File: config.mk
export PLATFORM = sky130hd
export DESIGN_NAME = cpu_imm_gen
export DESIGN_NICKNAME = d
export VERILOG_FILES = /design/src/cpu_consts.svh /design/src/cpu_pkg.sv /design/src/cpu_imm_gen.sv
export SDC_FILE = /design/constraint.sdc
export NUM_CORES = 1
export LEC_CHECK = 0
export ABC_AREA = 1
export BUFFER_PORTS_ARGS = -buffer_cell sky130_fd_sc_hd__buf_2
export CAP_MARGIN = 20
export CORE_UTILIZATION = 27
export DETAILED_ROUTE_END_ITERATION = 16
export GPL_ROUTABILITY_DRIVEN = 1
export GPL_TIMING_DRIVEN = 0
export PLACE_DENSITY = 0.86
export SYNTH_ARGS = -nofsm -noshare
export SYNTH_HDL_FRONTEND = slang
export SYNTH_SLANG_ARGS = --single-unit
File: constraint.sdc
create_clock -name vclk -period 1
set_clock_uncertainty 0.15 [all_clocks]
set_input_delay 0.2 -clock vclk [all_inputs]
set_output_delay 0.2 -clock vclk [all_outputs]
set_load 0.01 [all_outputs]
File: src/cpu_consts.svh
`ifndef CPU_CONSTS_SVH
`define CPU_CONSTS_SVH

// first fetch address after reset
`define RESET_PC 32'h0000_0000

// data RAM depth in 32-bit words
`define DMEM_WORDS 256

// machine CSR addresses
`define CSR_MTVEC  12'h305
`define CSR_MEPC   12'h341
`define CSR_MCAUSE 12'h342

// environment call from M-mode
`define CAUSE_ECALL 32'd11

`endif

File: src/cpu_pkg.sv
package cpu_pkg;

	// datapath widths
	typedef logic [31:0] word_t;
	typedef logic [4:0]  reg_addr_t;
	typedef logic [11:0] csr_addr_t;

	typedef enum logic [3:0] {
		alu_add,
		alu_sub,
		alu_and,
		alu_or,
		alu_xor,
		alu_sll,
		alu_srl,
		alu_sra,
		alu_slt,
		alu_sltu,
		alu_pass_b
	} alu_op_e;

	typedef enum logic [2:0] {
		imm_i,
		imm_s,
		imm_b,
		imm_u,
		imm_j
	} imm_type_e;

	// register write-back source
	typedef enum logic [2:0] {
		wb_alu,
		wb_pc_plus4,
		wb_load,
		wb_csr
	} wb_sel_e;

	typedef enum logic [1:0] {
		csr_none,
		csr_write,
		csr_set,
		csr_trap
	} csr_op_e;

	// next-pc kind, one per control transfer
	typedef enum logic [3:0] {
		flow_seq,
		flow_jal,
		flow_jalr,
		flow_beq,
		flow_bne,
		flow_blt,
		flow_bge,
		flow_bltu,
		flow_bgeu,
		flow_trap,
		flow_ret
	} flow_e;

	typedef enum logic [1:0] {
		mem_byte,
		mem_half,
		mem_word
	} mem_size_e;

endpackage

File: src/cpu_imm_gen.sv
`timescale 1ns/1ps

module cpu_imm_gen (
	input  cpu_pkg::word_t     instr,
	input  cpu_pkg::imm_type_e imm_type,
	output cpu_pkg::word_t     imm
);
	import cpu_pkg::*;

	always_comb begin
		case (imm_type)
			imm_s:
				imm = {{20{instr[31]}}, instr[31:25], instr[11:7]};
			// branch and jump offsets keep bit 0 at zero
			imm_b:
				imm = {{20{instr[31]}}, instr[7], instr[30:25], instr[11:8], 1'b0};
			imm_u:
				imm = {instr[31:12], 12'b0};
			imm_j:
				imm = {{12{instr[31]}}, instr[19:12], instr[20], instr[30:21], 1'b0};
			default:
				imm = {{20{instr[31]}}, instr[31:20]};
		endcase
	end

endmodule

## Word level (Yosys, flattened, before mapping)

Cells that the tools add are included.

| operators by class | value |
|---|---|
| equal/unequal tests | 4 |
| muxes and demuxes | 1 |

Operators by type and width:

| kind | count |
|---|---|
| $pmux 31 s4 | 1 |
| $eq 3x2->1 const B | 2 |
| $eq 3x1->1 const B | 1 |
| $eq 3x3->1 const B | 1 |

| word-level totals | value |
|---|---|
| register bits after elaboration | 0 |
| output and inout bits | 32 |
| logic and storage cells | 5 |

## Depth between registers and ports, before layout

Gate-level depths: netlist (run 1).

| depth | value |
|---|---|
| depth after elaboration | 2 |
| depth in mapped cells | 6 |
| gate-level depth less buffers | 6 |

## Least setup slack after synthesis (run 1)

No wires, ideal clock.

| timing path | value |
|---|---|
| path kind | input to output |
| start | in imm_type[0] |
| end | out imm[26] |
| arrival | 817 ps |
| setup slack | -167 ps |
| stages on the path | 6 |
| cells stage by stage | nor2_4 -> nand2_2 -> inv_1 -> nand2_2 -> buf_6 -> o211ai_1 |

| on the way | value |
|---|---|
| cells in the longest elaborated chain, start to end | 2 |

RTL lines:

| element | RTL line | source |
|---|---|---|
| from (decl) | cpu_imm_gen.sv:5 | `input cpu_pkg::imm_type_e imm_type,` |
| $eq 3x3->1 (tied with other cells) | cpu_imm_gen.sv:11 | `case (imm_type)` |
| $pmux 31 s4 (*) | cpu_imm_gen.sv:11 |  |
| to (decl) | cpu_imm_gen.sv:6 | `output cpu_pkg::word_t imm` |

Mark *: on every way between the ends. The rest lies on a longest branch, timed or not.

## Worst setup path in the final report (run 1)

| timing path | value |
|---|---|
| start | in imm_type[1] |
| end | out imm[28] |

The elaborated chain is that of the path after synthesis.

==> metrics.yaml, run 1 <==
yosys:
  synth.avg_cell_area_um2: 5.11
  synth_cell_types: 13
  synth_area_leaders: "nand2_1, o211ai_1, nand3_1, nand3_4, inv_1"
  synthCells: 82
  syn-num-nets: 117
  synth_warnings: 0
  syn-cell-area_um2: 419
  yosysSeqAreaShare_pct: 0
  synth.largest_area_cell: "nand2_1"
  synth_top_area_share_pct: 29.6
worst_setup_path:
  crit_top_cell: "nand2_4"
  path_cells: "buf_12 -> nor2_4 -> nand2_4 -> inv_4 -> nand2_4 -> buf_6 -> o211ai_1 -> buf_2"
  slowest_delay_ps: 170
  worstSetupStartpoint: "imm_type[1]"
  arrival_ps: 1050
  crit_fanout: 5
  path_delay_family: "buffers and inverters"
  worstPathRequired_ps: 650
  critPathLaunchType: "primary input"
  path_buf_inv: 4
  cpMaxStageDelayCell: "buf_2"
  crit_type: "primary input to primary output"
  end_kind: "primary output"
sta:
  relSlewSlack_pct: 87.2
  final_max_slew_viol_count: 0
  rsz0062_at_grt: "true"
  setup_slack_ps: -397
  clock.fmax_mhz: 716
  tightestPinTransition_ps: 191
  setup_viol: 31
  period_needed_ps: 1400
  hold_slack_ps: 517
  min_period_over_period_pct: 140
  hold_viol_final: 0
floorplan:
  rows: 13
  core-area_um2: 1370
  dieArea_um2: 1710
  initial_core_util_pct: 30.7
  die_w_um: 41.4
  ioPinCount: 67
  die_h_um: 41.4
finish:
  ff_latch_area_um2: 0
  num_antenna_cells: 0
  final_common_cell: "buf_2"
  mostFrequentLayoutCells: "buf_2, nand2_1, buf_6"
  final_nets: 194
  nClkBuffers: 0
  seq_cells: 0
  fillers: 82
  area_growth_pct: 180
  final_cell_area_um2: 1170
  drive_gt1_share_pct: 69.4
detailed_routing:
  final_antenna_net_count: 0
  drtIter0Drc: 4
  num_vias: 827
  wl_mm: 2.19
  drt-vias-per-instance: 4.81
  dr.pass1.iters: 3
  remaining_drc_errors: 0
  wl_per_cell_um: 12.7
grt:
  antenna_found_initial: 0
  track_usage_pct: 21.1
  grt_max_degree: 11
  grt-ovfl-total: 0
  grt_pass1_vias: 704
  grt_pass1_wl_mm: 3.10
pwr:
  finalPower_w: 0.000624
  leakage_nw: 0.661
  ir_drop_v: 0.000304
  powerDensity_nw_per_um2: 532
placed_design:
  dpl_cell_area_um2: 785
  gp_congestion: 0.727
  port_buffers: 60
  hpwl_mm: 1.20
status:
  violations: "setup timing"
  status: "complete, but fails checks"
hold_path:
  min_path_type: "primary input to primary output"
  min_from: "instr[19]"
clocking:
  ctsHoldBuffers: 0
job:
  cap_violations: 0
==> layout make-up <==
cell class                      instances  area [µm²]  share of cell area (%)
Multi-Input combinational cell         67         468                    39.9
Tap cell                               15        18.8                    1.60
Timing Repair Buffer                   75         576                    49.1
Inverter                               11        61.3                    5.23
Buffer                                  4        48.8                    4.16
==> routing by layer <==
metal	vias to the layer above	track usage (%)	wire length (µm)
li1	418	-	-
met5	-	0	0
met2	40	39.7	1180
met1	365	25.5	827
met3	4	2.17	132
met4	0	3.87	48
==> path summary, 6_finish.rpt <==
path       to  cells past startpoint
min   imm[19]                      4
max   imm[28]                      8
==> cell usage after synthesis <==
cell and instances:
nand2_2 3, o211ai_1 7, buf_4 2, buf_6 2, nand3_4 2, inv_2 2, nor2_4 1, o21ai_0 4
nand3_1 8, nand4_1 2, inv_1 9, nor2_1 7, nand2_1 33
==> kinds of logic after synthesis <==
kind of cell / after synthesis / synth area share, %
AND/OR/NAND/NOR: 56 / 63.9
AO/OA/AOI/OAI: 11 / 17.3
buffers and inverters: 15 / 18.8
==> power breakdown <==
part	leakage, nW	internal (W)	switching [W]	total, W
clock	0	0	0	0
sequential	0	0	0	0
combinational	0.661	0.000323	0.000301	0.000624
total	0.661	0.000323	0.000301	0.000624
==> timing repair <==
| action | CTS | global route |
|---|---|---|
| endpoints found under the setup margin | 31 | 31 |
| pin swaps | 12 | 6 |
| setup buffers | 8 | 5 |
| cloned | 2 | 0 |
| hold endpoints to repair | 0 | 0 |
| resized for setup | 44 | 18 |
==> per-stage QoR <==
stage                     util, %  setup WS [ps]  TNS (ps)  instances
after floorplan                 -           -138     -2180         82
final                        85.8           -397    -10030        172
after CTS                    76.3           -362     -9610        167
after global placement       57.4           -477    -12300        157
after detailed placement     57.4           -502    -12900        157
after global routing         85.8           -461    -11550        172
Power figures use the tool's default switching activity.
==> run 2, diff against run 1 <==
==> constraint.sdc (replaced) <==
create_clock -name vclk -period 1
set_clock_uncertainty 0.15 [all_clocks]
set_input_delay 0.2 -clock vclk [all_inputs]
set_output_delay 0.2 -clock vclk [all_outputs]
set_load 0.1 [all_outputs]
==> run 2 against run 1 <==
Compared with the run above:
- the run now fails in clock tree synthesis (4_1_cts)
- synthesized area is the same
- synthesized cell count unchanged
==> metrics.yaml, run 2 <==
yosys:
  syn-cell-area_um2: 419  # unchanged
  synth_top_area_share_pct: 29.6  # unchanged
  syn-num-nets: 117  # unchanged
  synth.avg_cell_area_um2: 5.11  # unchanged
  yosysSeqAreaShare_pct: 0  # unchanged
  synthCells: 82  # unchanged
  synth_area_leaders: "nand2_1, o211ai_1, nand3_1, nand3_4, inv_1"  # unchanged
  synth_warnings: 0  # unchanged
  synth.largest_area_cell: "nand2_1"  # unchanged
  synth_cell_types: 13  # unchanged
  synth_common_cells: "nand2_1, inv_1, nand3_1"  # unchanged
  synth_most_common_cell: "nand2_1"  # unchanged
clocking:
  postCtsSetupRepairBufs: 10  # was 8
  ctsHoldBuffers: 0  # unchanged
  post_cts_resized: 140  # was 44
placed_design:
  port_buffers: 60  # unchanged
  hpwl_mm: 1.58  # was 1.20 mm
  dpl.cell_count: 157  # unchanged
  gp_congestion: 0.743  # was 0.727
  dpl_cell_area_um2: 1170  # was 785 µm²
floorplan:
  initial_core_util_pct: 30.7  # unchanged
  rows: 13  # unchanged
  ioPinCount: 67  # unchanged
  die_w_um: 41.4  # unchanged
  die_h_um: 41.4  # unchanged
status:
  haltStage: "clock tree synthesis (4_1_cts)"
  tool.error: "[ERROR DPL-0038] Utilization greater than 100%, impossible to legalize"
  status: "did not finish"  # was complete, but fails checks
[run 2: cell counts after synthesis]
No cell type changed its count.
[run 2: stage by stage]
stage	setup TNS, ps	utilization, %	setup slack [ps]
floorplan	-15290	-	-1220
global placement	-26170	85.8	-996
detailed placement	-26960	85.8	-1030
[run 2: cells by family after synthesis]
kind of cell / count (synthesis) / synth area share, %
AO/OA/AOI/OAI: 11 / 17.3
AND/OR/NAND/NOR: 56 / 63.9
buffers and inverters: 15 / 18.8
==> run 3, diff against run 2 <==
--- a/config.mk
+++ b/config.mk
@@ -8,11 +8,12 @@
 export ABC_AREA = 1
 export BUFFER_PORTS_ARGS = -buffer_cell sky130_fd_sc_hd__buf_2
 export CAP_MARGIN = 20
-export CORE_UTILIZATION = 27
+export CORE_AREA = 2 2 63 65
 export DETAILED_ROUTE_END_ITERATION = 16
+export DIE_AREA = 0 0 65 67
 export GPL_ROUTABILITY_DRIVEN = 1
 export GPL_TIMING_DRIVEN = 0
-export PLACE_DENSITY = 0.86
+export PLACE_DENSITY_LB_ADDON = 0.15
 export SYNTH_ARGS = -nofsm -noshare
 export SYNTH_HDL_FRONTEND = slang
 export SYNTH_SLANG_ARGS = --single-unit
==> constraint.sdc (replaced) <==
create_clock -name vclk -period 1.3
set_clock_uncertainty 0.15 [all_clocks]
set_input_delay 0.26 -clock vclk [all_inputs]
set_output_delay 0.26 -clock vclk [all_outputs]
set_load 0.1 [all_outputs]
==> run 3 against run 2 <==
Compared with the run above:
- the flow now finishes, with violations (setup timing)
==> metrics.yaml, run 3 (same netlist as run 1, synthesis figures left out) <==
status:
  status: "complete, but fails checks"  # was did not finish
  violations: "setup timing"
finish:
  ff_latch_area_um2: 0
  drive_gt1_share_pct: 84.3
  seq_cells: 0
  nClkBuffers: 0
  mostFrequentLayoutCells: "buf_12, buf_2, nand2_2"
  num_antenna_cells: 0
  fin_cells: 207
  area_growth_pct: 350
  final_nets: 196
  final_common_cell: "buf_12"
sta:
  final_max_slew_viol_count: 0
  tightestPinTransition_ps: 278
  setup_slack_ps: -351
  min_period_over_period_pct: 127
  hold_viol_final: 0
  clock.fmax_mhz: 606
  period_needed_ps: 1650
  rsz0062_at_grt: "true"
  relSlewSlack_pct: 81.6
  setup_viol: 31
job:
  cap_violations: 0
detailed_routing:
  wl_per_cell_um: 11.4
  num_vias: 834
  final_antenna_net_count: 0
  drtIter0Drc: 5
  remaining_drc_errors: 0
  wl_mm: 2.37
  dr.pass1.iters: 3
  drt-vias-per-instance: 4.03
pwr:
  ir_drop_v: 0.000332
  leakage_nw: 0.867
  powerDensity_nw_per_um2: 776
  finalPower_w: 0.00146
floorplan:
  die_w_um: 65  # was 41.4 µm
  ioPinCount: 67  # unchanged
  core-area_um2: 3610
  initial_core_util_pct: 11.6  # was 30.7%
  rows: 22  # was 13
  die_h_um: 67  # was 41.4 µm
  dieArea_um2: 4360
worst_setup_path:
  path_buf_inv: 4
  path_delay_family: "buffers and inverters"
  critPathLaunchType: "primary input"
  slowest_delay_ps: 260
  arrival_ps: 1240
  crit_cells: 8
  worstPathRequired_ps: 890
  crit_type: "primary input to primary output"
  endpoint: "imm[28]"
  path_cells: "buf_12 -> nor2_4 -> nand2_4 -> inv_4 -> nand2_8 -> buf_12 -> o211ai_1 -> buf_6"
  cpMaxStageDelayCell: "buf_6"
  worstSetupStartpoint: "imm_type[1]"
  crit_top_cell: "buf_12"
  crit_fanout: 5
  end_kind: "primary output"
hold_path:
  min_path_type: "primary input to primary output"
grt:
  grt_pass1_wl_mm: 3.75
  grt-ovfl-total: 0
  track_usage_pct: 10.5
  grt_pass1_vias: 815
  antenna_found_initial: 0
  grt_max_degree: 10
placed_design:
  pre_cts_ws_ps: -853  # was -1030 ps
  hpwl_mm: 1.73  # was 1.58 mm
  dpl.cell_count: 190  # was 157
  gp_congestion: 0.698  # was 0.743
  port_buffers: 60  # unchanged
clocking:
  ctsHoldBuffers: 0  # unchanged
## run 3: worst min path at each step
stage | from | to | slack [ps] | depth (start not counted)
floorplan | instr[31] | imm[31] | 580 | 1
CTS | instr[11] | imm[4] | 740 | 4
finish | instr[9] | imm[2] | 740 | 4
detailed placement | instr[30] | imm[10] | 880 | 4
global route | instr[9] | imm[2] | 750 | 4
global placement | instr[30] | imm[10] | 880 | 4
## run 3: final cells by class
class | instances | area, µm²
multi-input cells | 67 | 712
inverters | 11 | 60.1
fillers | 343 | 1720
well taps | 48 | 60.1
plain buffers | 4 | 67.6
repair buffers | 77 | 985
## run 3: what timing repair did
action                     CTS  global route
pin swaps                   18             5
setup endpoints to repair   32            31
resized for setup          140            12
buffers inserted             8             6
gates cloned                 3             0
## run 3: power by group
part / internal (W) / leakage, nW / total, W / switching (W)
sequential: 0 / 0 / 0 / 0
combinational: 0.000528 / 0.867 / 0.00146 / 0.000934
clock: 0 / 0 / 0 / 0
total: 0.000528 / 0.867 / 0.00146 / 0.000934
## run 3: metrics by stage
step / cell area, µm² / setup TNS (ps) / hold slack [ps] / util, %
finish: 1880 / -8170 / 736 / 52.3
global placement: 1130 / -20780 / 879 / 31.4
floorplan: 773 / -9420 / 582 / -
CTS: 1780 / -8410 / 738 / 49.4
detailed placement: 1130 / -21040 / 883 / 31.4
global route: 1880 / -9420 / 749 / 52.3
## run 3: metal layers
layer	global-route usage [%]	wire length [µm]	up-vias
met5	0	0	-
met4	0	0	0
met3	1.01	97	0
met2	20.9	1400	19
met1	12.9	865	391
li1	-	-	424
==> run 4, diff against run 3 <==
==> constraint.sdc (replaced) <==
create_clock -name vclk -period 2.1
set_clock_uncertainty 0.15 [all_clocks]
set_input_delay 0.42 -clock vclk [all_inputs]
set_output_delay 0.42 -clock vclk [all_outputs]
set_load 0.1 [all_outputs]
==> run 4 against run 3 <==
Compared with the run above:
- the flow now finishes without violations
- cell count decreased by 6.3%
- sequential cell count stayed put
- clock-buffer cell count unchanged
- worst setup slack better by 410 ps
- die area unchanged
- utilization down 23 points
- wire length decreased by 21%
- combinational power down 55%
- global-route usage is 2.8 points lower
- critical path depth unchanged
- largest power group unchanged
- highest routed layer unchanged
==> metrics.yaml, run 4 (same netlist as run 1, synthesis figures left out) <==
placed_design:
  gp_congestion: 0.635  # was 0.698
  hpwl_mm: 1.61  # was 1.73 mm
  port_buffers: 60  # unchanged
detailed_routing:
  routed.top_layer: "met3"  # unchanged
  num_vias: 763  # was 834
  dr.pass1.iters: 4  # was 3
  wl_met1_um: 745  # was 865 µm
  drt-vias-per-instance: 3.93  # was 4.03
  remaining_drc_errors: 0  # unchanged
  wl_met3_um: 147  # was 97 µm
  wl_mm: 1.86  # was 2.37 mm
  drtIter0Drc: 15  # was 5
  final_antenna_net_count: 0  # unchanged
  wl_met2_um: 967  # was 1.40 mm
  wl_per_cell_um: 9.59  # was 11.4 µm
sta:
  min_period_over_period_pct: 97.1
  hold_viol_final: 0  # unchanged
  relSlewSlack_pct: 67.6  # was 81.6%
  setup_viol: 0  # was 31
  hold_slack_ps: 1070  # was 736 ps
  final_max_slew_viol_count: 0  # unchanged
  tightestPinTransition_ps: 489  # was 278 ps
  clock.fmax_mhz: 490
  rsz0062_at_grt: "true"  # unchanged
  period_needed_ps: 2040
grt:
  grt-ovfl-total: 0  # unchanged
  grt_pass1_wl_mm: 2.82  # was 3.75 mm
  track_usage_pct: 7.74  # was 10.5%
  grt_pass1_vias: 656  # was 815
  grt_max_degree: 11  # was 10
  antenna_found_initial: 0  # unchanged
finish:
  nClkBuffers: 0  # unchanged
  final_core_util_pct: 29.6  # was 52.3%
  seq_cells: 0  # unchanged
  area_growth_pct: 154  # was 350%
  mostFrequentLayoutCells: "nand2_1, buf_2, buf_6"  # was buf_12, buf_2, nand2_2
  ff_latch_area_um2: 0  # unchanged
  final_nets: 183  # was 196
  fillers: 389  # was 343
  num_antenna_cells: 0  # unchanged
  drive_gt1_share_pct: 60.3  # was 84.3%
worst_setup_path:
  end_kind: "primary output"  # unchanged
  critPathLaunchType: "primary input"  # unchanged
  worstSetupStartpoint: "imm_type[1]"  # unchanged
  worstPathRequired_ps: 1530  # was 890 ps
  arrival_ps: 1470  # was 1240 ps
  crit_fanout: 10  # was 5
  crit_type: "primary input to primary output"  # unchanged
hold_path:
  min_path_type: "primary input to primary output"  # unchanged
  min_from: "instr[14]"  # was instr[9]
  min_path_cells: 4  # unchanged
  hold_end: "imm[14]"  # was imm[2]
floorplan:
  ioPinCount: 67  # unchanged
  rows: 22  # unchanged
  die_w_um: 65  # unchanged
  initial_core_util_pct: 11.6  # unchanged
  dieArea_um2: 4360  # unchanged
  die_h_um: 67  # unchanged
  core-area_um2: 3610  # unchanged
clocking:
  ctsHoldBuffers: 0  # unchanged
job:
  cap_violations: 0  # unchanged
pwr:
  ir_drop_v: 0.000139  # was 0.000332 V
  leakage_nw: 0.591  # was 0.867 nW
  powerDensity_nw_per_um2: 617  # was 776 nW/µm²
status:
  status: "finished clean"  # was complete, but fails checks
-- run 4: changes by cell type in the layout (fill, tap and decap cells not counted), moves of 8 or more --
| cell | previous run | this run |
|---|---|---|
| nand2_1 | 4 | 33 |
| buf_2 | 25 | 33 |
| nand2_8 | 10 | 0 |
| buf_12 | 32 | 1 |
| nand2_2 | 16 | 3 |
-- run 4: how the worst max path moves through the flow --
stage / endpoint / slack [ps] / depth (start not counted)
finish: imm[27] / 60 / 8
global route: imm[27] / -10 / 8
CTS: imm[29] / 3 / 8
detailed placement: imm[23] / -270 / 8
global placement: imm[23] / -260 / 8
floorplan: imm[25] / -560 / 3
-- run 4: cell type report --
type	instances	area (µm²)	share of cell area, %
timing repair buffer	64	493	46.2
multi-input combinational	67	410	38.5
tap	48	60.1	5.63
inverter	11	57.6	5.40
buffer	4	45.0	4.23
-- run 4: timing repair --
| item | 4_1_cts | 5_1_grt |
|---|---|---|
| endpoints found under the setup margin | 26 | 25 |
| resized for setup | 30 | 25 |
| pin swaps | 1 | 1 |
| setup buffers | 1 | 3 |
-- run 4: metal layers --
metal / track usage (%) / vias up
met1: 8.80 / 339
li1: - / 394
met4: 0 / 0
met5: 0 / -
met3: 1.18 / 0
met2: 15.9 / 30
-- run 4: where the power goes --
group	internal [W]	switching [W]	total, W
clock network	0	0	0
logic	0.000155	0.000503	0.000658
registers	0	0	0
-- run 4: per-stage QoR --
step                      setup WS (ps)  area [µm²]  TNS [ps]  power, W  std cells
after floorplan                    -556         505     -3280  0.000485         82
after CTS                          2.72         960         0  0.000624        191
after global placement             -257         866     -4560  0.000583        190
after detailed placement           -267         866     -4720  0.000585        190
final                              59.9        1070         0  0.000658        194
after global routing              -14.3        1070     -30.3  0.000680        194
-- run 4: worst max-delay path, stage by stage --
cell	delay, ps
buf_2	150
nor2_4	120
nand2_2	100
inv_2	80
nand2_2	60
buf_6	150
o211ai_1	130
buf_6	260
