**config.mk**
```make
export PLATFORM = sky130hd
export DESIGN_NAME = cpu_controller
export DESIGN_NICKNAME = d
export VERILOG_FILES = /design/src/cpu_consts.svh /design/src/cpu_pkg.sv /design/src/cpu_controller.sv
export SDC_FILE = /design/constraint.sdc
export NUM_CORES = 1
export LEC_CHECK = 0
export BUFFER_PORTS_ARGS = -buffer_cell sky130_fd_sc_hd__buf_2
export CORE_MARGIN = 2
export CORE_UTILIZATION = 30
export DETAILED_ROUTE_END_ITERATION = 10
export GPL_ROUTABILITY_DRIVEN = 0
export PLACE_DENSITY = 0.81
export SLEW_MARGIN = 20
export SYNTH_ARGS = -nofsm -noshare
export SYNTH_HDL_FRONTEND = slang
export SYNTH_SLANG_ARGS = --single-unit
```
**constraint.sdc**
```tcl
create_clock -name vclk -period 1.2
set_clock_uncertainty 0.2 [all_clocks]
set_input_delay 0 -clock vclk [all_inputs]
set_output_delay 0 -clock vclk [all_outputs]
set_load 0.01 [all_outputs]
```
**src/cpu_consts.svh**
```systemverilog
`ifndef CPU_CONSTS_SVH
`define CPU_CONSTS_SVH

// first fetch address after reset
`define RESET_PC 32'h0000_0000

// data RAM depth in 32-bit words
`define DMEM_WORDS 256

// machine CSR addresses
`define CSR_MTVEC  12'h305
`define CSR_MEPC   12'h341
`define CSR_MCAUSE 12'h342

// environment call from M-mode
`define CAUSE_ECALL 32'd11

`endif

```
**src/cpu_pkg.sv**
```systemverilog
package cpu_pkg;

	// datapath widths
	typedef logic [31:0] word_t;
	typedef logic [4:0]  reg_addr_t;
	typedef logic [11:0] csr_addr_t;

	typedef enum logic [3:0] {
		alu_add,
		alu_sub,
		alu_and,
		alu_or,
		alu_xor,
		alu_sll,
		alu_srl,
		alu_sra,
		alu_slt,
		alu_sltu,
		alu_pass_b
	} alu_op_e;

	typedef enum logic [2:0] {
		imm_i,
		imm_s,
		imm_b,
		imm_u,
		imm_j
	} imm_type_e;

	// register write-back source
	typedef enum logic [2:0] {
		wb_alu,
		wb_pc_plus4,
		wb_load,
		wb_csr
	} wb_sel_e;

	typedef enum logic [1:0] {
		csr_none,
		csr_write,
		csr_set,
		csr_trap
	} csr_op_e;

	// next-pc kind, one per control transfer
	typedef enum logic [3:0] {
		flow_seq,
		flow_jal,
		flow_jalr,
		flow_beq,
		flow_bne,
		flow_blt,
		flow_bge,
		flow_bltu,
		flow_bgeu,
		flow_trap,
		flow_ret
	} flow_e;

	typedef enum logic [1:0] {
		mem_byte,
		mem_half,
		mem_word
	} mem_size_e;

endpackage

```
**src/cpu_controller.sv**
```systemverilog
`timescale 1ns/1ps

module cpu_controller (
	input  cpu_pkg::word_t     instr,
	output cpu_pkg::alu_op_e   alu_op,
	output logic               alu_src_a,
	output logic               alu_src_b,
	output cpu_pkg::imm_type_e imm_type,
	output logic               reg_write,
	output cpu_pkg::wb_sel_e   wb_sel,
	output logic               mem_read,
	output logic               mem_write,
	output cpu_pkg::mem_size_e mem_size,
	output logic               mem_unsigned,
	output cpu_pkg::csr_op_e   csr_op,
	output cpu_pkg::flow_e     flow
);
	import cpu_pkg::*;

	localparam logic [6:0] op_lui    = 7'b0110111;
	localparam logic [6:0] op_auipc  = 7'b0010111;
	localparam logic [6:0] op_jal    = 7'b1101111;
	localparam logic [6:0] op_jalr   = 7'b1100111;
	localparam logic [6:0] op_branch = 7'b1100011;
	localparam logic [6:0] op_load   = 7'b0000011;
	localparam logic [6:0] op_store  = 7'b0100011;
	localparam logic [6:0] op_imm    = 7'b0010011;
	localparam logic [6:0] op_reg    = 7'b0110011;
	localparam logic [6:0] op_system = 7'b1110011;

	logic [6:0]  opcode;
	logic [2:0]  funct3;
	logic [6:0]  funct7;
	logic [11:0] funct12;

	assign opcode  = instr[6:0];
	assign funct3  = instr[14:12];
	assign funct7  = instr[31:25];
	assign funct12 = instr[31:20];

	// alt picks sub/sra; only meaningful where funct7 is part of the encoding
	function automatic alu_op_e arith_op(input logic [2:0] f3, input logic alt);
		case (f3)
			3'b000:  return alt ? alu_sub : alu_add;
			3'b001:  return alu_sll;
			3'b010:  return alu_slt;
			3'b011:  return alu_sltu;
			3'b100:  return alu_xor;
			3'b101:  return alt ? alu_sra : alu_srl;
			3'b110:  return alu_or;
			default: return alu_and;
		endcase
	endfunction

	always_comb begin
		// defaults decode as a no-op
		alu_op       = alu_add;
		alu_src_a    = 1'b0;
		alu_src_b    = 1'b0;
		imm_type     = imm_i;
		reg_write    = 1'b0;
		wb_sel       = wb_alu;
		mem_read     = 1'b0;
		mem_write    = 1'b0;
		mem_size     = mem_word;
		mem_unsigned = 1'b0;
		csr_op       = csr_none;
		flow         = flow_seq;

		case (opcode)
			op_lui: begin
				alu_op    = alu_pass_b;
				alu_src_b = 1'b1;
				imm_type  = imm_u;
				reg_write = 1'b1;
			end
			op_auipc: begin
				alu_src_a = 1'b1;
				alu_src_b = 1'b1;
				imm_type  = imm_u;
				reg_write = 1'b1;
			end
			op_jal: begin
				imm_type  = imm_j;
				reg_write = 1'b1;
				wb_sel    = wb_pc_plus4;
				flow      = flow_jal;
			end
			op_jalr: begin
				reg_write = 1'b1;
				wb_sel    = wb_pc_plus4;
				flow      = flow_jalr;
			end
			op_branch: begin
				imm_type = imm_b;
				case (funct3)
					3'b000:  begin alu_op = alu_sub;  flow = flow_beq;  end
					3'b001:  begin alu_op = alu_sub;  flow = flow_bne;  end
					3'b100:  begin alu_op = alu_slt;  flow = flow_blt;  end
					3'b101:  begin alu_op = alu_slt;  flow = flow_bge;  end
					3'b110:  begin alu_op = alu_sltu; flow = flow_bltu; end
					3'b111:  begin alu_op = alu_sltu; flow = flow_bgeu; end
					default: flow = flow_seq;
				endcase
			end
			op_load, op_store: begin
				alu_src_b    = 1'b1;
				mem_unsigned = funct3[2];
				case (funct3[1:0])
					2'b00:   mem_size = mem_byte;
					2'b01:   mem_size = mem_half;
					default: mem_size = mem_word;
				endcase
				if (opcode == op_load) begin
					mem_read  = 1'b1;
					reg_write = 1'b1;
					wb_sel    = wb_load;
				end else begin
					imm_type  = imm_s;
					mem_write = 1'b1;
				end
			end
			op_imm: begin
				// srai shares funct7[5] with sub, addi must ignore it
				alu_op    = arith_op(funct3, funct3 == 3'b101 && funct7[5]);
				alu_src_b = 1'b1;
				reg_write = 1'b1;
			end
			op_reg: begin
				alu_op    = arith_op(funct3, funct7[5]);
				reg_write = 1'b1;
			end
			op_system: begin
				case (funct3)
					3'b000: begin
						if (funct12 == 12'h000) begin
							csr_op = csr_trap;
							flow   = flow_trap;
						end else if (funct12 == 12'h302) begin
							flow = flow_ret;
						end
					end
					3'b001: begin
						csr_op    = csr_write;
						reg_write = 1'b1;
						wb_sel    = wb_csr;
					end
					3'b010: begin
						csr_op    = csr_set;
						reg_write = 1'b1;
						wb_sel    = wb_csr;
					end
					default: csr_op = csr_none;
				endcase
			end
			default: flow = flow_seq;
		endcase
	end

endmodule

```
* Word level (Yosys, flattened, before mapping)
Index checks and enable logic that the tools add are counted.
** Storage, ports and cells
- Output and inout bits :: 24
- Register bits :: 0
- Word-level logic and storage cells :: 64
- Bits in read-only memories :: 0
- Input bits :: 32
- Bits in latches :: 0
- Memories :: 0
- RAM bits :: 0
** Operators by class
- Divide/modulo/power cells :: 0
- Reductions and logical operators :: 13
- Bitwise operators :: 0
- Equality and inequality tests :: 19
- Shifts and indexed selects :: 0
- Multiply operators :: 0
- Muxes and demuxes :: 32
- Order comparisons :: 0
- Add/subtract/negate cells :: 0
** Operators with widths (number)
- 4-bit one-hot mux with 7 select lines :: 2
- 4-bit one-hot mux with 4 select lines :: 2
- 7-bit == test (second input constant) :: 4
- 4-bit one-hot mux with 6 select lines :: 1
- 7-bit by 6-bit == test with 1-bit output (second input constant) :: 3
- 7-bit by 5-bit == test with 1-bit output (second input constant) :: 2
- 2-bit OR reduction :: 7
- 1-bit 2-to-1 mux :: 13
- 12-bit by 10-bit == test with 1-bit output (second input constant) :: 1
- 3-bit == test (second input constant) :: 4
- 12-bit logical NOT :: 1
- 4-bit 2-to-1 mux :: 3
- 2-bit one-hot mux with 3 select lines :: 2
- 3-bit one-hot mux with 4 select lines :: 1
- 4-bit one-hot mux with 3 select lines :: 1
- 2-bit 2-to-1 mux :: 5
- 7-bit by 2-bit == test with 1-bit output (second input constant) :: 1
- 3-bit by 2-bit == test with 1-bit output (second input constant) :: 2
- 6-bit OR reduction :: 1
- 5-bit OR reduction :: 1
- 2-bit one-hot mux with 2 select lines :: 1
- 3-bit by 1-bit == test with 1-bit output (second input constant) :: 1
- 3-bit logical NOT :: 1
- 1-bit one-hot mux with 3 select lines :: 1
- other kinds (3) :: 3

* Depth between registers and ports, before layout
Gate-level depths: netlist (run 1).
- Depth in word-level cells :: 5
- Depth in mapped cells :: 5
- Gate-level depth less buffers :: 4

* Worst setup path before layout (run 1)
No wires, ideal clock.
- Path type :: input to output
- From :: input port instr[2]
- To :: output port reg_write
- Arrival :: 1.268 ns
- Cell stages on the path :: 5
- Slack :: -0.268 ns
- Path buffers :: 1
- Data required time :: 1.000 ns
- Cells stage by stage :: nand4bb_1 -> or3_1 -> clkbuf_2 -> o31ai_1 -> nand3b_1
** Between the ends
- Cells in the longest elaborated chain, start to end :: 3
- Elaborated cells on any way between the ends :: 13
- Those cells by class :: 9 x eq/ne; 2 x mux; 2 x reduce/logical
** RTL lines
- start, declared :: RTL line cpu_controller.sv:4 : input cpu_pkg::word_t instr,
- 7-bit by 6-bit == test with 1-bit output (tied with other cells) :: RTL line cpu_controller.sv:70 : case (opcode)
- 6-bit OR reduction (no source line) (tied with other cells)
- 1-bit one-hot mux with 3 select lines (*) :: RTL line cpu_controller.sv:70
- end, declared :: RTL line cpu_controller.sv:9 : output logic reg_write,
Every way passes the cells marked *; elsewhere a longest branch is shown, timed or not.

* Worst setup path after layout (run 1)
- From :: input port instr[2]
- To :: output port flow[1]
** Between the ends
- Cells in the longest elaborated chain, start to end :: 2
- Elaborated cells on any way between the ends :: 5
- Those cells by class :: 4 x eq/ne; 1 x mux
** RTL lines
- 7-bit == test :: RTL line cpu_controller.sv:70
- 4-bit one-hot mux with 4 select lines (*) :: RTL line cpu_controller.sv:70
- end, declared :: RTL line cpu_controller.sv:16 : output cpu_pkg::flow_e flow
Marked as above.

==> impl_metrics.json, run 1 <==
{
  "syn_inst": 75,
  "grt_use_total_pct": 22.0,
  "avgSynthCellArea_sq_um": 5.62,
  "synth_nets": 107,
  "grt_overflow": 0,
  "yosys_warnings": 0,
  "required_ns": 1.00,
  "p_comb_share_pct": 100.0,
  "synth_top_area_share_pct": 9.79,
  "ys_types": 30,
  "dpl_worst_slack_ns": -0.359,
  "swShare_pct": 54.3,
  "cap_viol_max_count": 0,
  "worstHoldPathType": "input pin to output pin",
  "synth_top_family_by_area": "simple AND/OR/NAND/NOR gates",
  "synthMuxAreaShare_pct": 0,
  "final_core_util_pct": 70.6,
  "p_leak_nw": 0.468,
  "die-width_um": 41.5,
  "routed_via_density": 5.41,
  "die_h_um": 41.5,
  "synthSimpleGateAreaFrac_pct": 53.1,
  "holdWs_ns": 0.224,
  "grt_pass1_vias": 731,
  "initial_core_util_pct": 32.4,
  "synth-compound-area-share_pct": 30.0,
  "io_buffers": 45,
  "timing.fmax_mhz": 664,
  "antenna_cells": 0,
  "synth_top_area_cell": "nor2_1",
  "nets": 166,
  "finalCritPeriodShare_pct": 126,
  "core.rowCount": 13,
  "layout_min_cycle_time_ns": 1.51,
  "status": "finished, violations left",
  "p_per_area_nw_per_um2": 222,
  "nClkBuffers": 0,
  "ant_nets": 0,
  "routed_wl_mm": 2.19,
  "maxSlewViolCount": 0,
  "cp_max_fo": 3,
  "power.share.clock_pct": 0,
  "tns_ns": -2.65,
  "grt_max_degree": 12,
  "post_route_cells_drive_above_1_share_pct": 60.6,
  "end_kind": "output pin",
  "areaGrowthSynthToFinish_pct": 118,
  "postCtsHoldBufs": 0,
  "hold_viol": 0,
  "crit_arrival_ns": 1.31,
  "dpl.hpwl_mm": 1.57,
  "wl_per_cell_um": 14.9,
  "peakVddDrop_uv": 139,
  "violations": "setup timing",
  "synthesis.area_sq_um": 422,
  "first_pass_iters": 4,
  "start_kind": "input pin",
  "ios": 56,
  "rsz0062_at_grt": "yes",
  "setup_viol": 15,
  "first_iter_violations": 16,
  "grt_first_pass_wirelength_mm": 3.22,
  "synth-seq-area-share_pct": 0,
  "path_class": "input pin to output pin",
  "seq_cells": 0,
  "setup_slack_ns": -0.307,
  "synthAdderAreaFrac_pct": 0,
  "yosys-top-cells-area": "nor2_1 9.8%, o21ai_0 8.3%, nand2_1 6.2%, a211oi_1 5.3%, inv_1 5.3%",
  "vias": 796,
  "final-seq-area_sq_um": 0,
  "die-area_sq_um": 1720,
  "power_frac_seq_pct": 0,
  "synth-xor-area-share_pct": 4.15,
  "antenna_found_initial": 0,
  "power.internal_mw": 0.0934,
  "power_switching_mw": 0.111,
  "core_sq_um": 1300,
  "drc": 0
}
## repair_timing
action                                  4_1_cts  5_1_grt
endpoints found under the setup margin       16       22
pin swaps                                     1        2
hold endpoints to repair                      0        0
buffers inserted                              0        2
resized for setup                             9        9
## power by group through the flow
stage	sequential, mW	combinational, mW	clock, mW
5_1_grt	0	0.220	0
3_5_place_dp	0	0.168	0
6_report	0	0.204	0
4_1_cts	0	0.184	0
2_1_floorplan	0	0.0778	0
3_3_place_gp	0	0.162	0
## cells in the mapped netlist (all sizes together) (2+ instances only)
cell,n
a211oi,3
clkbuf,5
inv,6
nand2,7
nand2b,3
nand3,4
nand4,2
nor2,11
nor3,4
nor4,3
o21ai,7
o221ai,2
o32ai,2
or3,2
## layer usage
layer	up-vias	part of all wire [%]	track usage, %
li1	390	-	-
met1	366	40	27.3
met2	36	52	41.6
met3	4	5.8	1.30
met4	0	1.2	3.23
met5	-	0	0
## worst max-delay path, stage by stage
cell and delay, ns:
buf_6 0.09, nand4bb_4 0.22, or3_4 0.36, or3b_4 0.39, o221ai_2 0.07, buf_2 0.17
## metrics by stage
step | power, mW | instances | area, sq um
3_3_place_gp | 0.162 | 145 | 797
4_1_cts | 0.184 | 145 | 857
5_1_grt | 0.220 | 147 | 918
2_1_floorplan | 0.0778 | 75 | 479
6_report | 0.204 | 147 | 918
3_5_place_dp | 0.168 | 145 | 797
## area by class of cell
type	count	area, sq um
inverter	6	22.5
tap	15	18.8
fill	117	383
timing repair buffer	63	377
multi-input combinational	63	500
## cell usage in the layout, fill, tap and decap left out, drive strengths merged
cell / instances
buf: 63
or3b: 1
o221a: 1
nand4: 2
xnor2: 1
inv: 6
a211oi: 3
nand3: 4
nand3b: 1
or4b: 1
nor3: 4
o21ai: 7
o32ai: 2
o22a: 1
conb: 1
xor2: 1
o31ai: 1
and3: 1
nand2b: 3
nor2: 11
and3b: 1
nor4: 3
o22ai: 1
nand4bb: 1
o221ai: 2
or3: 2
nand2: 7
## kinds of logic (layout without fill, tap and decap cells)
kind of cell / Yosys count / in the layout
AOI/OAI and AO/OA: 18 / 18
buffers and inverters: 12 / 69
and+or+nand+nor: 42 / 42
other: 1 / 1
xor gates and xnor gates: 2 / 2
## path summary, 6_finish.rpt
check / start / to / slack [ns] / depth (start not counted)
setup / recovery: instr[2] / flow[1] / -0.31 / 6
hold / removal: instr[5] / mem_read / 0.22 / 4
(Power assumes the default switching activity.)
==> inputs of run 2 (changes only) <==
--- a/config.mk
+++ b/config.mk
@@ -6,9 +6,10 @@
 export NUM_CORES = 1
 export LEC_CHECK = 0
 export BUFFER_PORTS_ARGS = -buffer_cell sky130_fd_sc_hd__buf_2
-export CORE_MARGIN = 2
-export CORE_UTILIZATION = 30
+export CAP_MARGIN = 20
+export CORE_AREA = 2 2 39 41
 export DETAILED_ROUTE_END_ITERATION = 10
+export DIE_AREA = 0 0 41 43
 export GPL_ROUTABILITY_DRIVEN = 0
 export PLACE_DENSITY = 0.81
 export SLEW_MARGIN = 20
==> constraint.sdc (replaced) <==
create_clock -name vclk -period 1.5
set_clock_uncertainty 0.2 [all_clocks]
set_input_delay 0 -clock vclk [all_inputs]
set_output_delay 0 -clock vclk [all_outputs]
set_load 0.01 [all_outputs]
==> impl_metrics.json, run 2 (synthesis results as in run 1) <==
{
  "final_core_util_pct": 57.1,
  "seq_cells": 0,
  "die-width_um": 41,
  "first_iter_violations": 22,
  "post-route-cell-area_sq_um": 791,
  "die-area_sq_um": 1760,
  "start_kind": "input pin",
  "worstHoldPathType": "input pin to output pin",
  "vias": 760,
  "post_route_cells_drive_above_1_share_pct": 52.8,
  "hold_viol": 0,
  "grt_use_total_pct": 19.8,
  "nClkBuffers": 0,
  "layout_min_cycle_time_ns": 1.51,
  "initial_core_util_pct": 30.5,
  "crit_arrival_ns": 1.31,
  "dpl.hpwl_mm": 1.36,
  "antenna_cells": 0,
  "holdWs_ns": 0.189,
  "maxSlewViolCount": 0,
  "p_leak_nw": 0.422,
  "nets": 159,
  "end_kind": "output pin",
  "critPathSlowestCell": "or3_4",
  "fillers": 144,
  "hold_path_depth": 4,
  "layout_common_cells": "44 x buf_2, 11 x nor2_1, 11 x buf_4, 7 x nand2_1, 7 x o21ai_0",
  "placed_area_sq_um": 714,
  "status": "finished, violations left",
  "antenna_found_initial": 0,
  "rsz0062_at_grt": "yes",
  "grt_first_pass_wirelength_mm": 2.63,
  "first_pass_iters": 4,
  "core.rowCount": 14,
  "finalCritPeriodShare_pct": 100,
  "dp.cells": 140,
  "fin_cells": 141,
  "peakVddDrop_uv": 105,
  "postCtsHoldBufs": 0,
  "violations": "setup timing",
  "setup_slack_ns": -0.00508,
  "ant_nets": 0,
  "p_per_area_nw_per_um2": 169,
  "path_cells": "buf_6 > nand4bb_4 > or3_4 > or3b_1 > o221ai_2 > buf_2",
  "crit_path_max_incr_delay_ns": 0.40,
  "grt_overflow": 0,
  "final-seq-area_sq_um": 0,
  "core_sq_um": 1380,
  "required_ns": 1.30,
  "routed_via_density": 5.39,
  "ios": 56,
  "timing.fmax_mhz": 664,
  "grt_pass1_vias": 661,
  "cap_viol_max_count": 0,
  "grt_max_degree": 12,
  "areaGrowthSynthToFinish_pct": 87.5,
  "die_h_um": 43,
  "setup_viol": 1,
  "cp_max_fo": 4,
  "routed_wl_mm": 1.72,
  "crit_start": "instr[3]",
  "crit_path_end": "flow[1]",
  "drc": 0,
  "path_class": "input pin to output pin",
  "wl_per_cell_um": 12.2,
  "io_buffers": 45,
  "final_common_cell": "buf_2"
}
run 2: changes by cell type in the layout (fill, tap and decap cells not counted), sizes merged:
cell,change
buf,-7
run 2: layout make-up:
type | count | area [sq um] | area share, %
tap | 16 | 20.0 | 2.53
inverter | 6 | 22.5 | 2.85
timing repair buffer | 56 | 314 | 39.7
multi-input combinational | 63 | 434 | 54.9
run 2: layer usage:
metal | track usage [%] | up-vias | wire, um
met5 | 0 | - | 0
met4 | 0 | 0 | 0
met3 | 0.524 | 0 | 134
met2 | 34.1 | 44 | 915
met1 | 27.8 | 340 | 667
li1 | - | 376 | -
run 2: how the worst min path moves through the flow:
stage / startpoint / end / slack [ns]
6_report: instr[6] / mem_size[1] / 0.19
3_5_place_dp: instr[6] / mem_size[1] / 0.19
3_3_place_gp: instr[6] / mem_size[1] / 0.19
2_1_floorplan: instr[5] / alu_src_a / -0.15
5_1_grt: instr[3] / flow[1] / 0.24
4_1_cts: instr[6] / mem_size[1] / 0.19
run 2: critical path, delay by kind of cell:
kind / cells / cell delay (ns)
buffers and inverters: 2 / 0.24
AO/OA/AOI/OAI: 1 / 0.06
AND/OR/NAND/NOR: 3 / 0.99
run 2: timing repair:
item,CTS,global route
pin swaps,3,2
buffers inserted,1,0
gates resized for setup,5,5
setup endpoints to repair,7,8
cloned,0,0
run 2: per-stage QoR:
| stage | total power, mW | setup WS (ns) | TNS [ns] |
|---|---|---|---|
| final | 0.133 | -0.00508 | -0.00508 |
| after global routing | 0.148 | -0.0555 | -0.0855 |
| after CTS | 0.127 | -0.0278 | -0.0512 |
| after detailed placement | 0.119 | -0.0950 | -0.263 |
| after floorplan | 0.0553 | 0.0323 | 0 |
| after global placement | 0.114 | -0.0493 | -0.0745 |
run 2: power breakdown:
group	switching (mW)	internal, mW	total, mW
sequential	0	0	0
clock	0	0	0
combinational	0.0700	0.0633	0.133
==> inputs of run 3 (changes only) <==
--- a/config.mk
+++ b/config.mk
@@ -11,6 +11,7 @@
 export DETAILED_ROUTE_END_ITERATION = 10
 export DIE_AREA = 0 0 41 43
 export GPL_ROUTABILITY_DRIVEN = 0
+export GPL_TIMING_DRIVEN = 1
 export PLACE_DENSITY = 0.81
 export SLEW_MARGIN = 20
 export SYNTH_ARGS = -nofsm -noshare
==> constraint.sdc (replaced) <==
create_clock -name vclk -period 1.5
set_clock_uncertainty 0.2 [all_clocks]
set_input_delay 0.075 -clock vclk [all_inputs]
set_output_delay 0.075 -clock vclk [all_outputs]
set_load 0.05 [all_outputs]
==> impl_metrics.json, run 3 (synthesis results as in run 1) <==
{
  "core.rowCount": 14,
  "timing.critical_path.buf_inv": 2,
  "grt_first_pass_wirelength_mm": 3.89,
  "routed_wl_mm": 3.54,
  "status": "finished, violations left",
  "first_pass_iters": 4,
  "drc": 0,
  "tns_ns": -3.14,
  "routed_via_density": 6.11,
  "crit_arrival_ns": 1.59,
  "post_route_cells_drive_above_1_share_pct": 74.5,
  "start_kind": "input pin",
  "power.share.clock_pct": 0,
  "hold_viol": 0,
  "wl_per_cell_um": 22.5,
  "finalCritPeriodShare_pct": 124,
  "wl_met3_um": 281,
  "maxSlewViolCount": 0,
  "grt_pass1_vias": 833,
  "areaGrowthSynthToFinish_pct": 202,
  "crit_path_max_incr_delay_ns": 0.47,
  "die-width_um": 41,
  "ant_nets": 0,
  "nClkBuffers": 0,
  "dpl.hpwl_mm": 1.62,
  "first_iter_violations": 57,
  "timing.fmax_mhz": 537,
  "rsz0062_at_grt": "yes",
  "path_class": "input pin to output pin",
  "final-seq-area_sq_um": 0,
  "final_core_util_pct": 92.0,
  "ios": 56,
  "grt_use_total_pct": 31.5,
  "cpLargestDelayFamily": "simple AND/OR/NAND/NOR gates",
  "peakVddDrop_uv": 150,
  "setup_viol": 22,
  "required_ns": 1.22,
  "top_layer": "met4",
  "grt_max_degree": 12,
  "layout_min_cycle_time_ns": 1.86,
  "cap_viol_max_count": 0,
  "critPathSlowestCell": "or3b_4",
  "wl_met2_mm": 1.75,
  "nets": 175,
  "drt-met1-wl_mm": 1.33,
  "postCtsHoldBufs": 0,
  "p_comb_share_pct": 100.0,
  "power.internal_mw": 0.0942,
  "p_leak_nw": 0.555,
  "violations": "setup timing",
  "crit_cells": 6,
  "seq_cells": 0,
  "die-area_sq_um": 1760,
  "setup_slack_ns": -0.361,
  "die_h_um": 43,
  "p_per_area_nw_per_um2": 187,
  "end_kind": "output pin",
  "path_cells": "buf_2 > nor4_1 > nand3_1 > or3b_4 > o221ai_4 > buf_6",
  "hold_path_depth": 4,
  "swShare_pct": 60.5,
  "initial_core_util_pct": 30.5,
  "antenna_found_initial": 0,
  "fillers": 51,
  "io_buffers": 45,
  "power_frac_seq_pct": 0,
  "vias": 960,
  "power_switching_mw": 0.144,
  "grt_overflow": 0,
  "antenna_cells": 0,
  "layout_common_cells": "24 x buf_6, 23 x buf_4, 20 x buf_2, 6 x inv_1",
  "core_sq_um": 1380,
  "final_common_cell": "buf_6",
  "worstHoldPathType": "input pin to output pin",
  "cp_max_fo": 2
}
-- run 3: worst min-delay path: stages --
cell,delay [ns]
buf_2,0.10
buf_4,0.18
nor2_4,0.05
buf_6,0.15
-- run 3: area by class of cell --
class / count / area, sq um / share of cell area [%]
inverter: 6 / 22.5 / 1.77
multi-input combinational: 63 / 619 / 48.7
tap: 16 / 20.0 / 1.57
timing repair buffer: 72 / 611 / 48.0
-- run 3: worst paths after layout --
kind,from,to,slack (ns)
max,instr[24],flow[1],-0.36
min,instr[5],mem_read,0.44
-- run 3: metal layers --
metal / vias to the layer above / track usage (%)
met5: - / 0
met1: 463 / 35.9
met4: 0 / 11.3
met2: 70 / 56.6
met3: 18 / 2.09
li1: 409 / -
-- run 3: through the flow --
step                cell area [sq um]  setup WS [ns]  hold WS, ns  power (mW)  instances
floorplan                         581         -0.564       0.0461      0.0987         75
global placement                  966         -0.328        0.420       0.176        155
detailed placement                966         -0.370        0.421       0.182        155
CTS                              1140         -0.237        0.409       0.201        156
global route                     1270         -0.352        0.433       0.244        157
finish                           1270         -0.361        0.435       0.238        157
-- run 3: power groups by stage --
stage / Clock (mW) / Sequential (mW) / Combinational [mW]
final: 0 / 0 / 0.238
after CTS: 0 / 0 / 0.201
after detailed placement: 0 / 0 / 0.182
after global routing: 0 / 0 / 0.244
after floorplan: 0 / 0 / 0.0987
after global placement: 0 / 0 / 0.176
-- run 3: timing repair --
| action | 4_1_cts | 5_1_grt |
|---|---|---|
| resized for setup | 44 | 38 |
| buffers inserted | 1 | 1 |
| pin swaps | 7 | 12 |
| endpoints found under the setup margin | 22 | 22 |
